$ cat src/source/fifo_pkg.sv
/* shared widths and memory port structs for the 32-bit in, 8-bit out FIFO
   only the wide-write / narrow-read ratio is supported, fixed here
*/
`default_nettype none

package fifo_pkg;

   // data widths
   localparam int W_DATA_W = 32;  // write word
   localparam int R_DATA_W = 8;   // read byte

   // byte lanes per word
   localparam int LANES  = W_DATA_W / R_DATA_W;
   localparam int LANE_W = $clog2(LANES);

   // address spaces
   localparam int ADDR_W     = 6;                // byte address
   localparam int MEM_ADDR_W = ADDR_W - LANE_W;  // word address

   // capacity and level
   localparam int FIFO_BYTES = 2 ** ADDR_W;
   localparam int LEVEL_W    = ADDR_W + 1;  // holds 0 up to FIFO_BYTES

   // level steps, sized to the level register
   localparam logic [LEVEL_W-1:0] LEVEL_W_INC = LEVEL_W'(LANES);  // one word in
   localparam logic [LEVEL_W-1:0] LEVEL_R_INC = LEVEL_W'(1);      // one byte out
   localparam logic [LEVEL_W-1:0] FULL_LEVEL  = LEVEL_W'(FIFO_BYTES - LANES);

   // memory write port, field order en/addr/data from msb down
   typedef struct packed {
      logic                  en;
      logic [MEM_ADDR_W-1:0] addr;
      logic [W_DATA_W-1:0]   data;
   } mem_wr_t;

   // memory read port
   typedef struct packed {
      logic                  en;
      logic [MEM_ADDR_W-1:0] addr;
   } mem_rd_t;

endpackage

`default_nettype wire
$ cat src/source/fifo_top.sv
/* synchronous FIFO, 32-bit words in, 8-bit bytes out, 64 bytes deep
   strobes are single cycle; watch w_full_o and r_empty_o before strobing
*/
`timescale 1ns/100ps
`default_nettype none

module fifo_top
   import fifo_pkg::*;
(
   input  wire logic                clk_i,
   input  wire logic                rst_i,

   // write port
   input  wire logic                w_en_i,
   input  wire logic [W_DATA_W-1:0] w_data_i,

   // read port
   input  wire logic                r_en_i,
   output logic      [R_DATA_W-1:0] r_data_o,
   output logic                     r_valid_o,

   // status
   output logic                     w_full_o,
   output logic                     r_empty_o,
   output logic      [LEVEL_W-1:0]  level_o
);

   logic                  w_accept;
   logic                  r_accept;
   logic [MEM_ADDR_W-1:0] w_addr;   // word address
   logic [ADDR_W-1:0]     r_addr;   // byte address
   mem_wr_t               mem_wr;
   mem_rd_t               mem_rd;
   logic [W_DATA_W-1:0]   mem_rdata;

   fifo_ctrl i_fifo_ctrl (
      .clk_i      (clk_i),
      .rst_i      (rst_i),
      .w_en_i     (w_en_i),
      .r_en_i     (r_en_i),
      .w_accept_o (w_accept),
      .r_accept_o (r_accept),
      .w_addr_o   (w_addr),
      .r_addr_o   (r_addr),
      .level_o    (level_o),
      .w_full_o   (w_full_o),
      .r_empty_o  (r_empty_o)
   );

   fifo_asym_conv i_fifo_asym_conv (
      .clk_i       (clk_i),
      .rst_i       (rst_i),
      .w_accept_i  (w_accept),
      .w_addr_i    (w_addr),
      .w_data_i    (w_data_i),
      .r_accept_i  (r_accept),
      .r_addr_i    (r_addr),
      .mem_wr_o    (mem_wr),
      .mem_rd_o    (mem_rd),
      .mem_rdata_i (mem_rdata),
      .r_data_o    (r_data_o),
      .r_valid_o   (r_valid_o)
   );

   // one word per entry, 16 entries
   fifo_ram_2p #(
      .DATA_W (W_DATA_W),
      .ADDR_W (MEM_ADDR_W)
   ) i_fifo_ram_2p (
      .clk_i    (clk_i),
      .mem_wr_i (mem_wr),
      .mem_rd_i (mem_rd),
      .rdata_o  (mem_rdata)
   );

endmodule

`default_nettype wire

$ cat src/source/fifo_asym_conv.sv
/* maps the word write and byte read addresses onto the wide memory
   byte lane comes out one cycle after the accepted read, lsb lane first
*/
`timescale 1ns/100ps
`default_nettype none

module fifo_asym_conv
   import fifo_pkg::*;
(
   input  wire logic                  clk_i,
   input  wire logic                  rst_i,

   // write side from the controller
   input  wire logic                  w_accept_i,
   input  wire logic [MEM_ADDR_W-1:0] w_addr_i,
   input  wire logic [W_DATA_W-1:0]   w_data_i,

   // read side from the controller
   input  wire logic                  r_accept_i,
   input  wire logic [ADDR_W-1:0]     r_addr_i,

   // memory ports
   output mem_wr_t                    mem_wr_o,
   output mem_rd_t                    mem_rd_o,
   input  wire logic [W_DATA_W-1:0]   mem_rdata_i,

   // byte output
   output logic      [R_DATA_W-1:0]   r_data_o,
   output logic                       r_valid_o
);

   logic [LANE_W-1:0]                lane_q;  // lane of the byte in flight
   logic [LANES-1:0][R_DATA_W-1:0]   rd_lanes;

   // write goes straight through as one word
   always_comb begin
      mem_wr_o.en   = w_accept_i;
      mem_wr_o.addr = w_addr_i;
      mem_wr_o.data = w_data_i;
   end

   // upper byte address bits select the word
   always_comb begin
      mem_rd_o.en   = r_accept_i;
      mem_rd_o.addr = r_addr_i[ADDR_W-1:LANE_W];
   end

   always_ff @(posedge clk_i) begin
      if (rst_i) begin
         r_valid_o <= 1'b0;
      end else begin
         r_valid_o <= r_accept_i;
      end
   end

   // lane tracks the memory read, same edge
   always_ff @(posedge clk_i) begin
      if (r_accept_i) begin
         lane_q <= r_addr_i[LANE_W-1:0];
      end
   end

   // lane 0 is the least significant byte
   assign rd_lanes = mem_rdata_i;
   assign r_data_o = rd_lanes[lane_q];

   // every accepted read yields a valid byte on the next edge
   a_valid_after_read: assert property (
      @(posedge clk_i) disable iff (rst_i)
      r_accept_i |=> r_valid_o
   ) else $error("accepted read gave no valid byte");

endmodule

`default_nettype wire

$ cat src/source/fifo_ctrl.sv
/* address counters, byte level and registered full/empty flags
   strobes against a full or empty FIFO are dropped, no back-pressure
*/
`timescale 1ns/100ps
`default_nettype none

module fifo_ctrl
   import fifo_pkg::*;
(
   input  wire logic                  clk_i,
   input  wire logic                  rst_i,

   // raw strobes from the user side
   input  wire logic                  w_en_i,
   input  wire logic                  r_en_i,

   // qualified strobes and addresses to the converter
   output logic                       w_accept_o,
   output logic                       r_accept_o,
   output logic      [MEM_ADDR_W-1:0] w_addr_o,
   output logic      [ADDR_W-1:0]     r_addr_o,

   // status
   output logic      [LEVEL_W-1:0]    level_o,
   output logic                       w_full_o,
   output logic                       r_empty_o
);

   logic [LEVEL_W-1:0] level_nxt;
   logic               full_nxt;
   logic               empty_nxt;

   // a strobe only counts when the matching flag allows it
   assign w_accept_o = w_en_i & ~w_full_o;
   assign r_accept_o = r_en_i & ~r_empty_o;

   // word and byte addresses, wrapping at their widths
   always_ff @(posedge clk_i) begin
      if (rst_i) begin
         w_addr_o <= '0;
         r_addr_o <= '0;
      end else begin
         if (w_accept_o) begin
            w_addr_o <= w_addr_o + 1'b1;  // one word per write
         end
         if (r_accept_o) begin
            r_addr_o <= r_addr_o + 1'b1;  // one byte per read
         end
      end
   end

   // next level in bytes
   always_comb begin
      level_nxt = level_o;
      case ({w_accept_o, r_accept_o})
         2'b10: begin
            level_nxt = level_o + LEVEL_W_INC;  // write only
         end
         2'b01: begin
            level_nxt = level_o - LEVEL_R_INC;  // read only
         end
         2'b11: begin
            level_nxt = level_o + LEVEL_W_INC - LEVEL_R_INC;
         end
         default: begin
            level_nxt = level_o;
         end
      endcase
   end

   // full once another word would no longer fit
   assign full_nxt  = level_nxt > FULL_LEVEL;
   assign empty_nxt = level_nxt < LEVEL_R_INC;

   always_ff @(posedge clk_i) begin
      if (rst_i) begin
         level_o   <= '0;
         w_full_o  <= 1'b0;
         r_empty_o <= 1'b1;
      end else begin
         level_o   <= level_nxt;
         w_full_o  <= full_nxt;
         r_empty_o <= empty_nxt;
      end
   end

   // level stays within capacity over any strobe sequence
   a_level_max: assert property (
      @(posedge clk_i) disable iff (rst_i)
      level_o <= LEVEL_W'(FIFO_BYTES)
   ) else $error("fifo level %0d above capacity", level_o);

   a_flags_excl: assert property (
      @(posedge clk_i) disable iff (rst_i)
      !(w_full_o && r_empty_o)
   ) else $error("full and empty both set");

endmodule

`default_nettype wire

$ cat src/source/fifo_ram_2p.sv
/* simple two-port RAM, one clock, registered read
   a read of the word being written returns the old data
   port vectors use the en/addr/data layout of the package memory structs
*/
`timescale 1ns/100ps
`default_nettype none

module fifo_ram_2p #(
   parameter int DATA_W = 32,
   parameter int ADDR_W = 4
) (
   input  wire logic                     clk_i,
   input  wire logic [ADDR_W+DATA_W:0]   mem_wr_i,  // {en, addr, data}
   input  wire logic [ADDR_W:0]          mem_rd_i,  // {en, addr}
   output logic      [DATA_W-1:0]        rdata_o
);

   typedef struct packed {
      logic              en;
      logic [ADDR_W-1:0] addr;
      logic [DATA_W-1:0] data;
   } wr_port_t;

   typedef struct packed {
      logic              en;
      logic [ADDR_W-1:0] addr;
   } rd_port_t;

   wr_port_t          wr;
   rd_port_t          rd;
   logic [DATA_W-1:0] mem [2**ADDR_W];

   assign wr = mem_wr_i;
   assign rd = mem_rd_i;

   always_ff @(posedge clk_i) begin
      if (wr.en) begin
         mem[wr.addr] <= wr.data;
      end
   end

   // output holds while no read is requested
   always_ff @(posedge clk_i) begin
      if (rd.en) begin
         rdata_o <= mem[rd.addr];
      end
   end

endmodule

`default_nettype wire

$ cat config.mk
export PLATFORM = sky130hd
export DESIGN_NAME = fifo_top
export DESIGN_NICKNAME = d
export VERILOG_FILES = /design/src/source/fifo_pkg.sv /design/src/source/fifo_top.sv /design/src/source/fifo_asym_conv.sv /design/src/source/fifo_ctrl.sv /design/src/source/fifo_ram_2p.sv
export SDC_FILE = /design/constraint.sdc
export NUM_CORES = 1
export LEC_CHECK = 0
export ABC_CLOCK_PERIOD_IN_PS = 10900
export BUFFER_PORTS_ARGS = -buffer_cell sky130_fd_sc_hd__clkbuf_2
export CORE_ASPECT_RATIO = 0.9
export CORE_MARGIN = 4
export CORE_UTILIZATION = 65
export DETAILED_ROUTE_END_ITERATION = 16
export GPL_ROUTABILITY_DRIVEN = 1
export PLACE_DENSITY = 0.8
export REMOVE_ABC_BUFFERS = 1
export SETUP_SLACK_MARGIN = 0.5
export SYNTH_ARGS = -nofsm -noshare
export SYNTH_HDL_FRONTEND = slang
export SYNTH_SLANG_ARGS = --single-unit
$ cat constraint.sdc
create_clock -name clk_i -period 10.9 [get_ports clk_i]
set_input_delay 2.18 -clock clk_i [delete_from_list [all_inputs] [get_ports clk_i]]
set_output_delay 2.18 -clock clk_i [all_outputs]
set_load 0.01 [all_outputs]
-- Word level (Yosys, flattened, before mapping)
Memories as Yosys holds them, arrays and structs flattened. A register that Yosys moved wholly into a read port is not among the register bits.
Cells that the tools add are included.
- RAM bits: 512
- memories kept: 1
- output and inout port bits: 18
- bits in registers: 22
- bits of input ports: 36
- logic and storage cells: 28
- eq/ne operators: 3
- muxes and demuxes: 5
- magnitude comparators: 3
- $add $sub $neg: 5
- bitwise operators: 4
- memories (name ; depth ; bits a word ; read ports ; clocked after memory_dff ; wr ports ; RTL line ; text):
    i_fifo_ram_2p.mem ; 16 ; 32 ; 1 ; 1 ; 1 ; fifo_ram_2p.sv:31 ; logic [DATA_W-1:0] mem [2**ADDR_W];
- operators by type and width (cell ; number):
    7-bit one-hot mux with 3 select lines ; 1
    8-bit binary-select mux with 2-bit select ; 1
    7-bit by 1-bit subtractor with 7-bit output, second input constant ; 2
    8-bit two-way mux ; 1
    7-bit by 3-bit adder with 7-bit output, second input constant ; 1
    7-bit by 6-bit greater-than comparator with 1-bit output, second input constant ; 1
    7-bit by 1-bit less-than comparator with 1-bit output, second input constant ; 1
    6-bit by 1-bit adder with 6-bit output, second input constant ; 1
    4-bit by 1-bit adder with 4-bit output, second input constant ; 1
    2-bit equality test, second input constant ; 2
    2-bit by 3-bit less-than comparator with 1-bit output, second input constant ; 1
    1-bit bitwise AND ; 2
    2-bit by 1-bit equality test with 1-bit output, second input constant ; 1
    1-bit two-way mux ; 2
    1-bit inverter ; 2

-- Longest topological paths before layout
- depth after elaboration: 5
- gate-level depth with buffers: 8
- mapped depth without buffers: 7

-- By module
A second synthesis with hierarchy kept.
- cells, all modules: 1003
- area total of the unflattened synthesis: 21772.1 sq um
- by module, submodules not included (module ; cells an instance ; area an instance (sq um) ; seq. area each (sq um) ; times used):
    fifo_ram_2p ; 838 ; 20174.3 ; 16335.7 ; 1
    fifo_ctrl ; 109 ; 999.7 ; 380.4 ; 1
    fifo_asym_conv ; 56 ; 598.1 ; 80.1 ; 1

-- Least setup slack after synthesis
Ideal clock, no wire load.
- kind: in2reg
- start point: input w_en_i
- end point: memory i_fifo_ram_2p.mem[3][0], enable pin
- arrival: 4.981 ns
- path buffers: 2
- data required time: 10.439 ns
- library setup time: 0.461 ns
- path slack: 5.458 ns
- stages on the path: 5
- path through: nor2b_1 -> buf_2 -> buf_2 -> nand2_1 -> nor3_1
- word-level cells in the longest chain between the ends: 3
- RTL lines (what ; RTL line ; text):
    start, declared ; fifo_top.sv:14 ; input wire logic w_en_i,
    1-bit bitwise AND ; fifo_ctrl.sv:34 ; assign w_accept_o = w_en_i & ~w_full_o;
    1-bit two-way mux ; fifo_ram_2p.sv:37 ; if (wr.en) begin
    1-bit two-way mux (implied by the code) ; fifo_ram_2p.sv:38 ; mem[wr.addr] <= wr.data;
    end, declared ; fifo_ram_2p.sv:31 ;
No other way between the ends.

-- Final worst setup path
- start point: register i_fifo_asym_conv.lane_q[0]
- end point: output r_data_o[6]
- word-level cells in the longest chain between the ends: 2
- RTL lines (what ; RTL line ; text):
    start, declared ; fifo_asym_conv.sv:32 ; logic [LANE_W-1:0] lane_q;
    start signal, assigned ; fifo_asym_conv.sv:59 ; lane_q <= r_addr_i[LANE_W-1:0];
    8-bit binary-select mux with 2-bit select ; fifo_asym_conv.sv:65 ; assign r_data_o = rd_lanes[lane_q];
    8-bit two-way mux (implied by the code) ; fifo_asym_conv.sv:65 ;
    end, declared ; fifo_top.sv:19 ; output logic [R_DATA_W-1:0] r_data_o,
No other way between the ends. The select of a mux whose other input is x is not followed.

==> impl_metrics.json <==
{
  "p_total_mw": 4.534,
  "remaining_drc_errors": 0,
  "power.combinational.fraction_pct": 5.9,
  "die_width_um": 199.8,
  "initial_core_util_pct": 66.67,
  "grt_max_degree": 71,
  "final_max_slew_viol_count": 0,
  "antenna_found_initial": 0,
  "sum_of_net_half_perimeters_after_detailed_placement_um": 22340,
  "layout-drive-gt1-share_pct": 32.47,
  "yosysWarningCount": 0,
  "power_switching_uw": 969.2,
  "ys_top_cells_by_area": "sky130_fd_sc_hd__edfxtp_1, sky130_fd_sc_hd__mux4_2, sky130_fd_sc_hd__dfxtp_1",
  "dpl_cell_area_mm2": 0.02228,
  "setup_ws_ns": 6.389,
  "unrepaired_setup_endpoints_after_global_routing": "false",
  "ir_drop_mv": 0.1204,
  "ratio_of_total_power_to_cell_area_mw_per_mm2": 189.8,
  "postCtsSetupRepairBufs": 0,
  "drt_pass1_iterations": 5,
  "clock_latency_ns": 0.57,
  "route.detailed.wl_per_inst_um": 32.29,
  "power.share.sequential_pct": 55.6,
  "leakagePower_nw": 7.314,
  "numPlacedInstances": 1328,
  "dieArea_mm2": 0.03608,
  "skew_ns": 0.01231,
  "worstPathMaxFanout": 8,
  "worst_slew_margin_rel_pct": 14.86,
  "holdCritPathClass": "reg2reg",
  "tightestPinTransition_ns": 1.270,
  "netlist.top_cell.by_area": "sky130_fd_sc_hd__edfxtp_1",
  "synth_top_area_share_pct": 76.21,
  "final_common_cell": "sky130_fd_sc_hd__edfxtp_1",
  "switching_share_pct": 21.37,
  "buffer_ports.inserted": 53,
  "synth_sequential_area_ratio_pct": 78.07,
  "critPathRequiredTime_ns": 8.72,
  "dr_total_vias": 9740,
  "finalSetupViolCount": 0,
  "design.final.nets": 1009,
  "globalRoute.busiestLayer": "met2",
  "power_report.internal_total_mw": 3.565,
  "post_synth_instance_area_mm2": 0.02151,
  "dpl_worst_slack_ns": 6.070,
  "run_status": "finished clean",
  "detail-route-antenna-nets": 0,
  "synth-seq-cells": 566,
  "clockBufferDepth": 3,
  "cts_resized": 0,
  "grt_first_pass_wirelength_um": 69170,
  "grt.met3_usage_pct": 4.674,
  "totalWireLength_um": 45950,
  "hold_viol": 0,
  "io_pins": 54,
  "synth_cell_type_count": 33,
  "via_per_inst": 6.845,
  "worst-setup-path-type": "reg2out",
  "post_synth.cell_area_avg_um2": 24.15,
  "grt.total_usage_pct": 26.56,
  "design.core.area_mm2": 0.03227,
  "cts_tree": "built",
  "cp_data_arrival_time_ns": 2.33,
  "cts_buffers": 52,
  "core.rowCount": 62,
  "post_synth_inst_count": 891,
  "maxCapViolCount": 0,
  "cts.htree.levels": 2,
  "layout.cells.most_common_list": "sky130_fd_sc_hd__edfxtp_1, sky130_fd_sc_hd__mux4_2, sky130_fd_sc_hd__clkbuf_16, sky130_fd_sc_hd__clkbuf_2, sky130_fd_sc_hd__nor2_1",
  "critical_path.endpoint_type": "output pin",
  "grt.overflow.total": 0,
  "power.share.clock_pct": 38.5,
  "antenna-diode-count": 0,
  "first_global_vias": 10120,
  "final_min_period_over_clock_period_pct": 41.38,
  "chipHeight_um": 180.6,
  "groute.layer.met1.usage_pct": 38.98,
  "synthToLayoutAreaGrowth_pct": 11.03,
  "start_kind": "flop",
  "fin_crit_ns": 4.511,
  "clkSinkCount": 566,
  "post-route-cell-area_mm2": 0.02389,
  "gp_congestion": 0.7574,
  "layoutNonFillerInstCount": 1423,
  "drt_iter0_drc": 1287,
  "final.setup.tns_ns": 0,
  "cts.root.buffer_cell": "sky130_fd_sc_hd__clkbuf_16",
  "postCtsHoldBufs": 0,
  "maxClockFrequency_mhz": 221.7,
  "globalRouteMet2Util_pct": 43.24,
  "clock_transition_at_the_registers_of_the_reported_paths_ns": 0.06
}
==> stage by stage <==
stage | util, % | hold WS [ns]
after floorplan | - | 0.4560
after global placement | 69.03 | 0.4803
after detailed placement | 69.03 | 0.4989
after CTS | 74.02 | 0.5135
after global routing | 74.02 | 0.5356
final | 74.02 | 0.5173
==> final cells by class <==
| type | instances | area, um2 |
|---|---|---|
| fill | 1676 | 8383 |
| clock buffer | 69 | 1386 |
| tap | 416 | 520.5 |
| inverter | 4 | 15.01 |
| multi-input combinational | 274 | 4558 |
| timing repair buffer | 68 | 377.9 |
| sequential | 566 | 16810 |
| clock inverter | 26 | 224.0 |
==> worst paths after layout <==
path	start	slack, ns	endpoint	cells past startpoint
setup reg to reg	i_fifo_ctrl.r_addr_o[2]	7.47	i_fifo_ram_2p.rdata_o[29]	4
hold / removal	i_fifo_ctrl.r_addr_o[1]	0.52	i_fifo_asym_conv.lane_q[1]	0
hold reg to reg	i_fifo_ctrl.r_addr_o[1]	0.52	i_fifo_asym_conv.lane_q[1]	0
setup / recovery	i_fifo_asym_conv.lane_q[0]	6.39	r_data_o[6]	2
==> kinds of logic after synthesis <==
family	share of synthesized area, %
AO/OA/AOI/OAI	0.2792
XOR/XNOR	0.6920
adder cells (fa/ha/maj)	0.4071
buffers and inverters	1.291
flip-flops	78.07
multiplexers	17.63
AND/OR/NAND/NOR	1.628
==> worst max-delay path, cell delays in order (launching register included) <==
cell                       delay [ns]
sky130_fd_sc_hd__edfxtp_1        0.96
sky130_fd_sc_hd__mux4_2          0.64
sky130_fd_sc_hd__clkbuf_2        0.16
==> cells in the mapped netlist (all sizes together) <==
| library cell | n |
|---|---|
| and3 | 1 |
| mux4 | 168 |
| a211oi | 1 |
| nor3 | 4 |
| nand4 | 5 |
| xnor2 | 7 |
| a41o | 1 |
| o31ai | 1 |
| nor4 | 1 |
| nor2b | 5 |
| nor4b | 1 |
| or4b | 1 |
| xor2 | 10 |
| a21oi | 4 |
| edfxtp | 546 |
| inv | 4 |
| clkbuf | 23 |
| nand3 | 2 |
| ha | 7 |
| nand2b | 2 |
| and2 | 1 |
| nor2 | 32 |
| nand2 | 10 |
| buf | 24 |
| and3b | 1 |
| nand4bb | 2 |
| o21ai | 3 |
| mux2i | 1 |
| dfxtp | 20 |
| or3 | 3 |
==> routing by layer <==
metal	share of wire (%)	wire length, um
met1	39	17700
met2	52	23910
met3	7.5	3462
met4	1.9	879
met5	0	0
==> sequential cells by signal (all words and copies together) (netlist names) <==
register                    cells
i_fifo_ctrl.level_o             7
i_fifo_ctrl.w_full_o            1
i_fifo_ctrl.w_addr_o            4
i_fifo_ctrl.r_addr_o            6
i_fifo_ram_2p.rdata_o          32
i_fifo_asym_conv.r_valid_o      1
i_fifo_asym_conv.lane_q         2
i_fifo_ram_2p.mem             512
i_fifo_ctrl.r_empty_o           1
==> power by group through the flow <==
stage          sequential (mW)  combinational (mW)  clock, mW
2_1_floorplan             2.55               0.146          0
3_3_place_gp              2.56               0.251          0
3_5_place_dp              2.56               0.262          0
4_1_cts                   2.52               0.269       1.76
5_1_grt                   2.53               0.289       1.87
6_report                  2.52               0.268       1.74
Note: power is estimated with default switching activity, not from simulation.
